`src/source/piarb_pkg.sv`:
```
package piarb_pkg;

	// Default pointer width, the top level passes it down as buf_nbits
	localparam int BUF_NBITS = 6;

	typedef logic [BUF_NBITS-1:0] buf_ptr_t; // Buffer pointer
	typedef logic [BUF_NBITS:0] depth_t; // Occupancy, holds 0 up to the full pointer range

	// Controller states, prefixed so they never collide with the ack ports
	typedef enum logic [2:0] {
		st_idle, // Waiting for a request
		st_enq_link, // Link write in flight, head and tail update
		st_enq_ack, // Enqueue handshake
		st_deq_look, // Waiting for the next-pointer lookup
		st_deq_ack // Dequeue handshake
	} q_state_t;

	typedef enum logic [1:0] {
		reg_ctrl = 2'd0, // Bit 0 enables the queue
		reg_limit = 2'd1, // Depth limit low byte, current depth high byte
		reg_wr_cnt = 2'd2, // Linked-list writes
		reg_rd_cnt = 2'd3 // Linked-list lookups
	} reg_addr_t;

	// Controller to linked list
	typedef struct packed {
		logic enq_valid;
		buf_ptr_t enq_cur; // Current tail
		buf_ptr_t enq_nxt; // Pointer linked behind it
		logic look_req;
		buf_ptr_t look_ptr;
	} ll_req_t;

	// Linked list to controller and register block
	typedef struct packed {
		logic ack_valid;
		buf_ptr_t ack_ptr; // Successor of look_ptr
		logic inc_rd;
		logic inc_wr;
	} ll_rsp_t;

	typedef struct packed {
		logic enable;
		depth_t limit;
	} cfg_t;

	typedef struct packed {
		logic wr;
		logic rd;
		reg_addr_t addr;
		logic [15:0] wdata;
	} reg_bus_t;

endpackage
```
`src/source/piarb_top.sv`:
```
`timescale 1ns/100ps

module piarb_top #(
	parameter int buf_nbits = piarb_pkg::BUF_NBITS
) (
	input logic clk,
	input logic rst_n,
	// Enqueue port
	input logic enq_req,
	input piarb_pkg::buf_ptr_t enq_ptr,
	output logic enq_ack,
	// Dequeue port
	input logic deq_req,
	output logic deq_ack,
	output piarb_pkg::buf_ptr_t deq_ptr,
	// Register port
	input piarb_pkg::reg_bus_t reg_bus,
	output logic [15:0] reg_rdata
);
	import piarb_pkg::*;

	ll_req_t ll_req; // Controller to linked list
	ll_rsp_t ll_rsp; // Linked list back, counters tap it
	cfg_t cfg;
	depth_t depth; // Status for software

	// ====================
	// Queue controller
	// ====================
	piarb_queue_ctrl #(
		.buf_nbits(buf_nbits)
	) u_queue_ctrl (
		.clk(clk),
		.rst_n(rst_n),
		.enq_req(enq_req),
		.enq_ptr(enq_ptr),
		.enq_ack(enq_ack),
		.deq_req(deq_req),
		.deq_ack(deq_ack),
		.deq_ptr(deq_ptr),
		.cfg(cfg),
		.ll_req(ll_req),
		.ll_rsp(ll_rsp),
		.depth(depth)
	);

	piarb_linked_list #(
		.buf_nbits(buf_nbits)
	) u_linked_list (
		.clk(clk),
		.rst_n(rst_n),
		.ll_req(ll_req),
		.ll_rsp(ll_rsp)
	);

	// Registers beside the controller
	piarb_cfg_regs #(
		.buf_nbits(buf_nbits)
	) u_cfg_regs (
		.clk(clk),
		.rst_n(rst_n),
		.reg_bus(reg_bus),
		.reg_rdata(reg_rdata),
		.depth(depth),
		.inc_rd(ll_rsp.inc_rd),
		.inc_wr(ll_rsp.inc_wr),
		.cfg(cfg)
	);

endmodule

```
`src/source/piarb_cfg_regs.sv`:
```
`timescale 1ns/100ps

module piarb_cfg_regs #(
	parameter int buf_nbits = piarb_pkg::BUF_NBITS
) (
	input logic clk,
	input logic rst_n,
	input piarb_pkg::reg_bus_t reg_bus,
	output logic [15:0] reg_rdata,
	input piarb_pkg::depth_t depth,
	input logic inc_rd,
	input logic inc_wr,
	output piarb_pkg::cfg_t cfg
);
	import piarb_pkg::*;

	// Reset limit is the full pointer range
	localparam logic [buf_nbits:0] limit_max = {1'b1, {buf_nbits{1'b0}}};

	logic enable_r;
	logic [buf_nbits:0] limit_r;
	logic [15:0] wr_cnt; // Saturating
	logic [15:0] rd_cnt; // Saturating
	logic [15:0] rd_mux;

	// ====================
	// Register writes
	// ====================
	always_ff @(posedge clk) begin
		if (!rst_n) begin
			enable_r <= 1'b0;
			limit_r <= limit_max;
			wr_cnt <= '0;
			rd_cnt <= '0;
		end else begin
			if (reg_bus.wr && reg_bus.addr == reg_ctrl) enable_r <= reg_bus.wdata[0];
			if (reg_bus.wr && reg_bus.addr == reg_limit) limit_r <= reg_bus.wdata[buf_nbits:0];
			// A write to a counter clears it
			if (reg_bus.wr && reg_bus.addr == reg_wr_cnt) wr_cnt <= '0;
			else if (inc_wr && wr_cnt != '1) wr_cnt <= wr_cnt + 1'b1;
			if (reg_bus.wr && reg_bus.addr == reg_rd_cnt) rd_cnt <= '0;
			else if (inc_rd && rd_cnt != '1) rd_cnt <= rd_cnt + 1'b1;
		end
	end

	// Read mux, depth sits in the upper byte of the limit register
	always_comb begin
		case (reg_bus.addr)
			reg_ctrl: rd_mux = {15'd0, enable_r};
			reg_limit: rd_mux = {8'(depth), 8'(limit_r)};
			reg_wr_cnt: rd_mux = wr_cnt;
			default: rd_mux = rd_cnt;
		endcase
	end

	always_ff @(posedge clk) begin
		if (reg_bus.rd) reg_rdata <= rd_mux; // Valid one cycle after the read
	end

	assign cfg = '{enable: enable_r, limit: limit_r};

endmodule

```
`src/source/piarb_queue_ctrl.sv`:
```
`timescale 1ns/100ps

module piarb_queue_ctrl #(
	parameter int buf_nbits = piarb_pkg::BUF_NBITS
) (
	input logic clk,
	input logic rst_n,
	// Enqueue client
	input logic enq_req,
	input piarb_pkg::buf_ptr_t enq_ptr,
	output logic enq_ack,
	// Dequeue client
	input logic deq_req,
	output logic deq_ack,
	output piarb_pkg::buf_ptr_t deq_ptr,
	// Settings from the register block
	input piarb_pkg::cfg_t cfg,
	// Linked list
	output piarb_pkg::ll_req_t ll_req,
	input piarb_pkg::ll_rsp_t ll_rsp,
	output piarb_pkg::depth_t depth
);
	import piarb_pkg::*;

	q_state_t state;
	logic [buf_nbits-1:0] head; // Oldest pointer
	logic [buf_nbits-1:0] tail; // Newest pointer
	logic [buf_nbits:0] count; // Entries in the chain
	logic q_empty;
	logic enq_go; // Enqueue accepted this cycle
	logic deq_go; // Dequeue lookup issued this cycle

	// ====================
	// Request decode
	// ====================
	assign q_empty = (count == '0);

	// Enqueue wins when it can proceed, back-pressure keeps it in idle
	assign enq_go = (state == st_idle) && enq_req && cfg.enable && (count < cfg.limit);
	assign deq_go = (state == st_idle) && deq_req && !q_empty && !enq_go;

	always_comb begin
		ll_req.enq_valid = enq_go && !q_empty; // No link into an empty chain
		ll_req.enq_cur = tail;
		ll_req.enq_nxt = enq_ptr;
		ll_req.look_req = deq_go;
		ll_req.look_ptr = head; // Successor of head becomes new head
	end

	assign depth = count;

	// ====================
	// State machine
	// ====================
	always_ff @(posedge clk) begin
		if (!rst_n) begin
			state <= st_idle;
			enq_ack <= 1'b0;
			deq_ack <= 1'b0;
			count <= '0;
		end else begin
			case (state)
				st_idle: begin
					if (enq_go) begin
						state <= st_enq_link;
					end else if (deq_go) begin
						state <= st_deq_look;
					end
				end
				st_enq_link: begin
					count <= count + 1'b1; // Entry counts once linked
					state <= st_enq_ack;
				end
				st_enq_ack: begin
					if (!enq_ack) begin
						enq_ack <= 1'b1; // Third cycle after the request
					end else if (!enq_req) begin
						enq_ack <= 1'b0;
						state <= st_idle;
					end
				end
				st_deq_look: begin
					// Lookup returns three cycles after look_req
					if (ll_rsp.ack_valid) begin
						deq_ack <= 1'b1;
						state <= st_deq_ack;
					end
				end
				st_deq_ack: begin
					if (!deq_req) begin
						deq_ack <= 1'b0;
						count <= count - 1'b1; // Entry leaves at handshake end
						state <= st_idle;
					end
				end
				default: state <= st_idle;
			endcase
		end
	end

	// Head, tail and returned pointer
	always_ff @(posedge clk) begin
		if (state == st_enq_link) begin
			tail <= enq_ptr;
			if (q_empty) begin
				head <= enq_ptr; // First entry is both ends
			end
		end
		if (state == st_deq_look && ll_rsp.ack_valid) begin
			deq_ptr <= head; // Old head goes out
			head <= ll_rsp.ack_ptr;
		end
	end

endmodule

```
`src/source/piarb_linked_list.sv`:
```
`timescale 1ns/100ps

module piarb_linked_list #(
	parameter int buf_nbits = piarb_pkg::BUF_NBITS
) (
	input logic clk,
	input logic rst_n,
	input piarb_pkg::ll_req_t ll_req,
	output piarb_pkg::ll_rsp_t ll_rsp
);
	import piarb_pkg::*;

	// Write side, one input stage
	logic enq_valid_d1;
	logic [buf_nbits-1:0] enq_cur_d1; // Link address
	logic [buf_nbits-1:0] enq_nxt_d1; // Link data

	// Lookup side
	logic look_d1;
	logic look_d2; // Lines up with RAM output register
	logic [buf_nbits-1:0] look_ptr_d1;
	logic [buf_nbits-1:0] nxt_ptr; // RAM read data

	// Response registers
	logic ack_valid_r;
	logic [buf_nbits-1:0] ack_ptr_r;

	// ====================
	// Input stage
	// ====================
	always_ff @(posedge clk) begin
		enq_cur_d1 <= ll_req.enq_cur;
		enq_nxt_d1 <= ll_req.enq_nxt;
		look_ptr_d1 <= ll_req.look_ptr;
		ack_ptr_r <= nxt_ptr; // Third stage for the pointer
	end

	// Valid pipeline, three stages for lookups
	always_ff @(posedge clk) begin
		if (!rst_n) begin
			enq_valid_d1 <= 1'b0;
			look_d1 <= 1'b0;
			look_d2 <= 1'b0;
			ack_valid_r <= 1'b0;
		end else begin
			enq_valid_d1 <= ll_req.enq_valid;
			look_d1 <= ll_req.look_req;
			look_d2 <= look_d1;
			ack_valid_r <= look_d2;
		end
	end

	// ====================
	// Next-pointer memory
	// ====================
	ram_1r1w #(
		.data_w(buf_nbits),
		.addr_w(buf_nbits)
	) u_ram_1r1w (
		.clk(clk),
		.wr(enq_valid_d1),
		.waddr(enq_cur_d1),
		.raddr(look_ptr_d1),
		.din(enq_nxt_d1),
		.dout(nxt_ptr)
	);

	always_comb begin
		ll_rsp.ack_valid = ack_valid_r;
		ll_rsp.ack_ptr = ack_ptr_r;
		ll_rsp.inc_rd = look_d1; // Event counters see the first stage
		ll_rsp.inc_wr = enq_valid_d1;
	end

endmodule

```
`src/source/ram_1r1w.sv`:
```
`timescale 1ns/100ps

module ram_1r1w #(
	parameter int data_w = 8,
	parameter int addr_w = 6
) (
	input logic clk,
	input logic wr,
	input logic [addr_w-1:0] waddr,
	input logic [addr_w-1:0] raddr,
	input logic [data_w-1:0] din,
	output logic [data_w-1:0] dout
);

	// ====================
	// Storage
	// ====================
	logic [data_w-1:0] mem [2**addr_w];

	// Write port
	always_ff @(posedge clk) begin
		if (wr) begin
			mem[waddr] <= din;
		end
	end

	// Registered read, old data on a same-address collision
	always_ff @(posedge clk) begin
		dout <= mem[raddr];
	end

endmodule

```
`config.mk`:
```
export PLATFORM = sky130hd
export DESIGN_NAME = piarb_top
export DESIGN_NICKNAME = d
export VERILOG_FILES = /design/src/source/piarb_pkg.sv /design/src/source/piarb_top.sv /design/src/source/piarb_cfg_regs.sv /design/src/source/piarb_queue_ctrl.sv /design/src/source/piarb_linked_list.sv /design/src/source/ram_1r1w.sv
export SDC_FILE = /design/constraint.sdc
export NUM_CORES = 1
export LEC_CHECK = 0
export ABC_AREA = 1
export CORE_ASPECT_RATIO = 1.1
export CORE_UTILIZATION = 47
export DETAILED_ROUTE_END_ITERATION = 8
export DONT_BUFFER_PORTS = 1
export PLACE_DENSITY = 0.66
export SETUP_SLACK_MARGIN = 0.5
export SLEW_MARGIN = 20
export SYNTH_ARGS = -nofsm -noshare
export SYNTH_HDL_FRONTEND = slang
export SYNTH_SLANG_ARGS = --single-unit
```
`constraint.sdc`:
```
create_clock -name clk -period 2.65 [get_ports clk]
set_input_delay 0.53 -clock clk [delete_from_list [all_inputs] [get_ports clk]]
set_output_delay 0.53 -clock clk [all_outputs]
set_load 0.01 [all_outputs]
```
Word-level counts from Yosys, hierarchy flattened
Memory sizes are Yosys's and may differ from the RTL's. A register that Yosys moved wholly into a read port is not among the register bits.
Index checks and enable logic that the tools add are counted.
{"block": "classes", "add_sub_neg": 4, "n_mul": 0, "n_div": 0, "order_cmp": 1, "n_eq_ne": 14, "shift": 0, "n_mux": 20, "bitwise_logic": 1, "n_reduce_logical": 29}
{"operator": "case mux 16 bit (3 select lines)", "count": 1}
{"operator": "adder 16 x 1 -> 16 bit (second input constant)", "count": 2}
{"operator": "inequality test 16 bit (second input constant)", "count": 2}
{"operator": "two-way mux 3 bit", "count": 6}
{"operator": "two-way mux 6 bit", "count": 3}
{"operator": "case mux 3 bit (5 select lines)", "count": 1}
{"operator": "logical AND 1 bit", "count": 14}
{"operator": "case mux 7 bit (2 select lines)", "count": 1}
{"operator": "nonzero test 2 bit", "count": 4}
{"operator": "adder 7 x 1 -> 7 bit (second input constant)", "count": 1}
{"operator": "logical NOT 7 bit", "count": 1}
{"operator": "< comparator 7 bit", "count": 1}
{"operator": "two-way mux 7 bit", "count": 1}
{"operator": "subtractor 7 x 1 -> 7 bit (second input constant)", "count": 1}
{"operator": "equality test 3 x 2 -> 1 bit (second input constant)", "count": 2}
{"operator": "two-way mux 1 bit", "count": 6}
{"operator": "AND reduction 5 bit", "count": 1}
{"operator": "equality test 2 bit (second input constant)", "count": 2}
{"operator": "inequality test 2 x 1 -> 1 bit (second input constant)", "count": 2}
{"operator": "inequality test 2 bit (second input constant)", "count": 2}
{"operator": "AND reduction 2 bit", "count": 2}
{"operator": "OR reduction 2 bit", "count": 2}
{"operator": "equality test 3 x 1 -> 1 bit (second input constant)", "count": 1}
{"operator": "equality test 3 bit (second input constant)", "count": 1}
{"operator": "8 further kinds", "count": 9}
{"block": "word_totals", "register_bits": 114, "latchBits": 0, "ramBits": 384, "romBits": 0, "inputBits": 30, "out_inout_bits": 24, "n_memories": 1}
{"name": "u_linked_list.u_ram_1r1w.mem", "words": 64, "width": 6, "read_ports": 1, "rd_clocked_by_memory_dff": 1, "write_ports": 1, "line_no": "ram_1r1w.sv:18", "rtl": "logic [data_w-1:0] mem [2**addr_w];"}

Depth between registers and ports, before layout
{"block": "logic_depth", "depth_word": 9, "depth_mapped": 11, "mapped_depth_nobuf": 11}

Cells and area by module
A second synthesis with hierarchy kept.
{"block": "hier_totals", "cells_unflattened": 2015, "area_unflattened_um2": 21146.5}
{"mod": "ram_1r1w", "n_inst": 1, "cells_per_inst": 1376, "area_each_um2": 15930.3, "seq_area_each_um2": 11651.2}
{"mod": "piarb_cfg_regs", "n_inst": 1, "cells_per_inst": 405, "area_each_um2": 2919.0, "seq_area_each_um2": 1281.2}
{"mod": "piarb_queue_ctrl", "n_inst": 1, "cells_per_inst": 195, "area_each_um2": 1684.1, "seq_area_each_um2": 780.7}
{"mod": "piarb_linked_list", "n_inst": 1, "cells_per_inst": 39, "area_each_um2": 613.1, "seq_area_each_um2": 560.5}

Worst setup path before layout
Ideal clock, no wire load.
{"block": "synth_timing", "kind": "flip-flop to flip-flop", "startpoint": "register u_queue_ctrl.state[0]", "endpoint": "register u_queue_ctrl.head[0], enable pin", "setup_ns": 0.377, "arrival_ns": 1.593, "required_ns": 2.273, "slack_ns": 0.680, "path_stages_with_launch": 5, "path_buffers": 0, "period_less_slack_ns": 1.970, "path_cell_list": "dfxtp_1 inv_1 nor3_1 inv_1 o21ai_0"}
{"block": "synth_via", "elab_chain_cells": 4, "word_cells_on_any_way": 6, "cone_classes": "2 x eq/ne; 4 x reduce/logical"}
{"element": "from (decl)", "line_no": "piarb_queue_ctrl.sv:25", "rtl": "q_state_t state;"}
{"element": "from (signal assigned)", "line_no": "piarb_queue_ctrl.sv:57", "rtl": "state <= st_idle;"}
{"element": "from (signal assigned)", "line_no": "piarb_queue_ctrl.sv:65", "rtl": "state <= st_enq_link;"}
{"element": "from (signal assigned)", "line_no": "piarb_queue_ctrl.sv:67", "rtl": "state <= st_deq_look;"}
{"element": "equality test 3 x 2 -> 1 bit", "line_no": "piarb_queue_ctrl.sv:109", "rtl": "if (state == st_deq_look && ll_rsp.ack_valid) begin"}
{"element": "logical AND 1 bit", "line_no": "piarb_queue_ctrl.sv:109"}
{"element": "nonzero test 2 bit (no line)"}
{"element": "AND reduction 2 bit (no line) *"}
{"element": "to (signal assigned)", "line_no": "piarb_queue_ctrl.sv:106", "rtl": "head <= enq_ptr;"}
{"element": "to (signal assigned)", "line_no": "piarb_queue_ctrl.sv:111", "rtl": "head <= ll_rsp.ack_ptr;"}
{"element": "to (decl)", "line_no": "piarb_queue_ctrl.sv:26", "rtl": "logic [buf_nbits-1:0] head;"}
Mark *: on every way between the ends. The rest lies on a longest branch, timed or not.
A chain may end at the register's enable or synchronous reset.

Worst setup path in the final report
{"block": "layout_timing", "startpoint": "register u_linked_list.enq_valid_d1", "endpoint": "memory u_linked_list.u_ram_1r1w.mem[62][3] (netlist name), enable pin"}
{"block": "layout_via", "elab_chain_cells": 2}
{"element": "from (decl)", "line_no": "piarb_linked_list.sv:14", "rtl": "logic enq_valid_d1;"}
{"element": "from (signal assigned)", "line_no": "piarb_linked_list.sv:46", "rtl": "enq_valid_d1 <= ll_req.enq_valid;"}
{"element": "two-way mux 1 bit", "line_no": "ram_1r1w.sv:22", "rtl": "if (wr) begin"}
{"element": "two-way mux 1 bit (not written as such)", "line_no": "ram_1r1w.sv:23", "rtl": "mem[waddr] <= din;"}
{"element": "to (decl)", "line_no": "ram_1r1w.sv:18"}
No other way between the ends.

==> results_tabular.tex <==
\begin{tabular}{lr}
\hline
Metric & Value \\
\hline
\multicolumn{2}{l}{\textbf{Status}} \\
Outcome & finished clean \\
\multicolumn{2}{l}{\textbf{Worst setup path}} \\
Critical path fanouts, max & 12 \\
Critical Path RT & around 2.9 ns \\
Critical path capture point type & register \\
Type of the worst setup path & register to register \\
Data arrival time of the worst path & 2.35 ns \\
Startpoint class of the critical path & register \\
\multicolumn{2}{l}{\textbf{Yosys}} \\
Number of flops mapped to enable cells by yosys & roughly 420 \\
Post-synth cell types & 37 \\
Biggest area consumer among synthesized cells & sky130\_fd\_sc\_hd\_\_edfxtp\_1 \\
Top area cells in the synthesized netlist & sky130\_fd\_sc\_hd\_\_edfxtp\_1, sky130\_fd\_sc\_hd\_\_nand2\_1, sky130\_fd\_sc\_hd\_\_nand3\_1, sky130\_fd\_sc\_hd\_\_dfxtp\_1, sky130\_fd\_sc\_hd\_\_nor2\_1 \\
Most used DFF post-synth & sky130\_fd\_sc\_hd\_\_edfxtp\_1 \\
Synth Cell Area & 20,880 sq um \\
Number of instances in the synthesized netlist & 1,970 \\
Total of warnings raised by yosys & 0 \\
Synthesized area per cell & roughly 11 sq um \\
Post-synth ARST share & 0\% \\
Seq/Total Area, Yosys & between 60\% and 70\% \\
Yosys top cell area share & between 60\% and 70\% \\
Synthesized netlist net count & between 2k and 2.5k \\
Total of flip-flops plus latches after synthesis & $\sim$500 \\
\multicolumn{2}{l}{\textbf{Drt}} \\
Final routed wire length divided by cell count & roughly 19 microns \\
Remaining antenna violation count after routing & 0 \\
DRC violation count after routing & 0 \\
Via count & about 14k \\
Per-cell via count in the routed design & around 5.4 \\
Total length of routed wires & roughly 50,000 microns \\
Detailed Routing Iterations Pass 1 & 6 \\
Initial drt markers & 1,216 \\
\multicolumn{2}{l}{\textbf{Power and ir drop}} \\
Sequential share of power & a little under half \\
Reported net switching power & between 5000 and 6000 uW \\
Comb power frac & between 10\% and 20\% \\
Areal power density over the cells & 823.8 nW/um\^{}2 \\
Proportion of total power due to net switching & between 20\% and 30\% \\
Post-layout total power & approximately 19,000 uW \\
Maximum vdd drop & 0.5419 mV \\
Int Pwr & about 14,000 uW \\
Clock Power Share & between 30\% and 40\% \\
Cell leakage power & $\sim$0.0083 uW \\
\multicolumn{2}{l}{\textbf{Cells and area}} \\
Seq. cell area & 14,290 sq um \\
Fraction of final layout cells with drive strength greater than 1 & 7.504\% \\
Final Core Density & about 53\% \\
Relative area change from synthesis to final layout & 11.19\% \\
Number of nets in the final layout & $\sim$2.0k \\
Total inserted antenna cells & 0 \\
Area occupied by multi-input gates & 5848 sq um \\
Filler Cell Count & between 3k and 4k \\
\multicolumn{2}{l}{\textbf{Die}} \\
Floorplan core area & approximately 44,000 sq um \\
Starting Density & 47.84\% \\
DIE WIDTH & 203.0 microns \\
Height of the die & $\sim$220 microns \\
Die footprint & about 45,000 sq um \\
Number of rows created at floorplan & 80 \\
Io pins & 54 \\
\multicolumn{2}{l}{\textbf{Clock network}} \\
CTS tree & done \\
Bufs on Longest Clock Path & 3 \\
Cell at the root of the clock tree & sky130\_fd\_sc\_hd\_\_clkbuf\_16 \\
Num Clock Sinks & 504 \\
CTS clk-pin slew, worst paths & about 0.060 ns \\
Number of buffers inserted during clock tree synthesis & 49 \\
Clock latency on the worst-skew pair & between 0.5 and 0.6 ns \\
H-Tree Depth & 2 \\
Number of setup buffers added after CTS & 0 \\
\multicolumn{2}{l}{\textbf{Placed design}} \\
Setup WS pre-CTS & 0.4841 ns \\
HPWL after detailed placement & approximately 30,000 microns \\
Final RePlAce weighted congestion & 0.8771 \\
Count of port buffers added during placement & 0 \\
\multicolumn{2}{l}{\textbf{Global route}} \\
Overflow left after global routing & 0 \\
Number of global-route vias before repair & around 14k \\
Largest net degree at the start of global routing & about 190 \\
Initial antenna violation count & 0 \\
Global-route wire length before repair & approximately 76,000 microns \\
Overall Global Routing Usage & 21.81\% \\
\multicolumn{2}{l}{\textbf{Timing}} \\
Period Utilization, post-route & 80.86\% \\
Number of max-slew violations in the final report & 0 \\
Headroom to the max-slew limit & a little over a third \\
RSZ-0062 raised after global routing & true \\
Post-layout minimum cycle time & approximately 2.1 ns \\
Final TNS setup & 0 ns \\
Setup-violating endpoint count in the final report & 0 \\
Crit path setup slack, layout & slightly above 0.5 ns \\
Hold Vio Cnt, Final & 0 \\
Worst-Margin Slew & just under 1 ns \\
Clock Skews & 0.008259 ns \\
Fmax & around 0.47 GHz \\
\multicolumn{2}{l}{\textbf{Flow run}} \\
Count of maximum capacitance violations & 0 \\
\multicolumn{2}{l}{\textbf{Min path}} \\
Path class of the lowest-slack min-delay path & primary input to register \\
\hline
\end{tabular}
sequential cells by signal (all words and copies together) (netlist names), 6 cells and up:
name	count
u_linked_list.u_ram_1r1w.mem	384
u_cfg_regs.rd_cnt	16
u_cfg_regs.reg_rdata	16
u_cfg_regs.wr_cnt	16
u_cfg_regs.limit_r	7
u_queue_ctrl.depth	7
u_linked_list.ack_ptr_r	6
u_linked_list.enq_cur_d1	6
u_linked_list.enq_nxt_d1	6
u_linked_list.look_ptr_d1	6
u_linked_list.u_ram_1r1w.dout	6
u_queue_ctrl.deq_ptr	6
u_queue_ctrl.head	6
u_queue_ctrl.tail	6
worst paths after layout:
check | start | endpoint | slack (ns) | cells after the start
setup reg to reg | u_linked_list.enq_valid_d1 | u_linked_list.u_ram_1r1w.mem[62][3] | 0.51 | 2
setup / recovery | u_linked_list.enq_valid_d1 | u_linked_list.u_ram_1r1w.mem[62][3] | 0.51 | 2
hold / removal | enq_ptr[1] | u_queue_ctrl.tail[1] | 0.05 | 0
hold reg to reg | u_linked_list.u_ram_1r1w.dout[4] | u_linked_list.ack_ptr_r[4] | 0.33 | 0
metrics by stage:
stage / instances / area, sq um / hold slack, ns
2_1_floorplan: 1970 / 20880 / 0.3096
3_3_place_gp: 2476 / 21480 / 0.3135
3_5_place_dp: 2476 / 21480 / 0.3132
4_1_cts: 2572 / 23110 / 0.02285
5_1_grt: 2573 / 23220 / 0.02611
6_report: 2573 / 23220 / 0.05176
cells by family after synthesis:
kind of cell	count (synthesis)	synth area share [%]
DFF	504	68.36
xor gates and xnor gates	24	1.007
AOI/OAI and AO/OA	102	2.792
and+or+nand+nor	1133	22.99
adders and majority gates	14	0.8749
buffers and inverters	193	3.979
worst max-delay path, stage by stage, from the launching register on:
cell and delay [ns]:
sky130_fd_sc_hd__dfxtp_1 0.71, sky130_fd_sc_hd__nand4_1 0.45, sky130_fd_sc_hd__nor2_1 0.61
power groups by stage:
| stage | Sequential [uW] | Clock [uW] | Combinational (uW) |
|---|---|---|---|
| after floorplan | 9190 | 0 | 2240 |
| after global placement | 9300 | 0 | 3050 |
| after detailed placement | 9310 | 0 | 3110 |
| after CTS | 9150 | 6870 | 3130 |
| after global routing | 9190 | 7170 | 3560 |
| final | 9160 | 6780 | 3190 |
layout make-up:
cell class	instances	share of cell area (%)
Sequential cell	504	61.54
Clock buffer	64	5.976
Inverter	99	1.622
Clock inverter	26	0.7976
Timing Repair Buffer	33	1.778
Multi-Input combinational cell	1273	25.19
Tap cell	574	3.093
cell usage after synthesis (2+ instances only):
cell and count:
sky130_fd_sc_hd__o21ai_0 24, sky130_fd_sc_hd__dfxtp_1 86, sky130_fd_sc_hd__o221ai_1 13, sky130_fd_sc_hd__o21ai_1 3, sky130_fd_sc_hd__edfxtp_1 418, sky130_fd_sc_hd__clkbuf_1 23, sky130_fd_sc_hd__ha_1 13, sky130_fd_sc_hd__o21bai_1 2
sky130_fd_sc_hd__a21oi_1 50, sky130_fd_sc_hd__a31oi_1 3, sky130_fd_sc_hd__inv_2 7, sky130_fd_sc_hd__inv_1 92, sky130_fd_sc_hd__o22ai_1 3, sky130_fd_sc_hd__nand3_1 357, sky130_fd_sc_hd__buf_2 55, sky130_fd_sc_hd__nor3_1 26
sky130_fd_sc_hd__nand2_1 636, sky130_fd_sc_hd__nor3_2 2, sky130_fd_sc_hd__nor2_1 97, sky130_fd_sc_hd__nand3_2 3, sky130_fd_sc_hd__xor2_1 24, sky130_fd_sc_hd__buf_6 3, sky130_fd_sc_hd__nand4_1 6, sky130_fd_sc_hd__buf_1 11
routing by layer:
layer  track usage [%]  vias up  routed length, microns
met5                 0        -                       0
met4             6.427        0                    1129
met3             3.988       87                    3603
met1             28.34     6639                   20280
li1                  -     6770                       -
met2             37.22      504                   23900
cells in the final DEF, fill, tap and decap left out, drive strengths merged, types with 6 or more instances in the layout:
cell | netlist | routed
o221ai | 13 | 13
clkinv | 0 | 17
o21ai | 27 | 27
dfxtp | 86 | 86
inv | 99 | 101
ha | 13 | 13
nor2 | 98 | 98
xor2 | 24 | 24
nand3 | 360 | 360
nand2 | 638 | 638
nor3 | 28 | 28
dlygate4sd3 | 0 | 6
buf | 71 | 26
a21oi | 50 | 50
edfxtp | 418 | 418
nand4 | 6 | 6
clkbuf | 23 | 65
timing repair:
item                                    in CTS  in global routing
gates resized for setup                      2                 29
hold endpoints to repair                     6                  0
hold buffers                                 6                  0
cloned                                       0                  1
endpoints found under the setup margin      12                233
(Power assumes the default switching activity.)
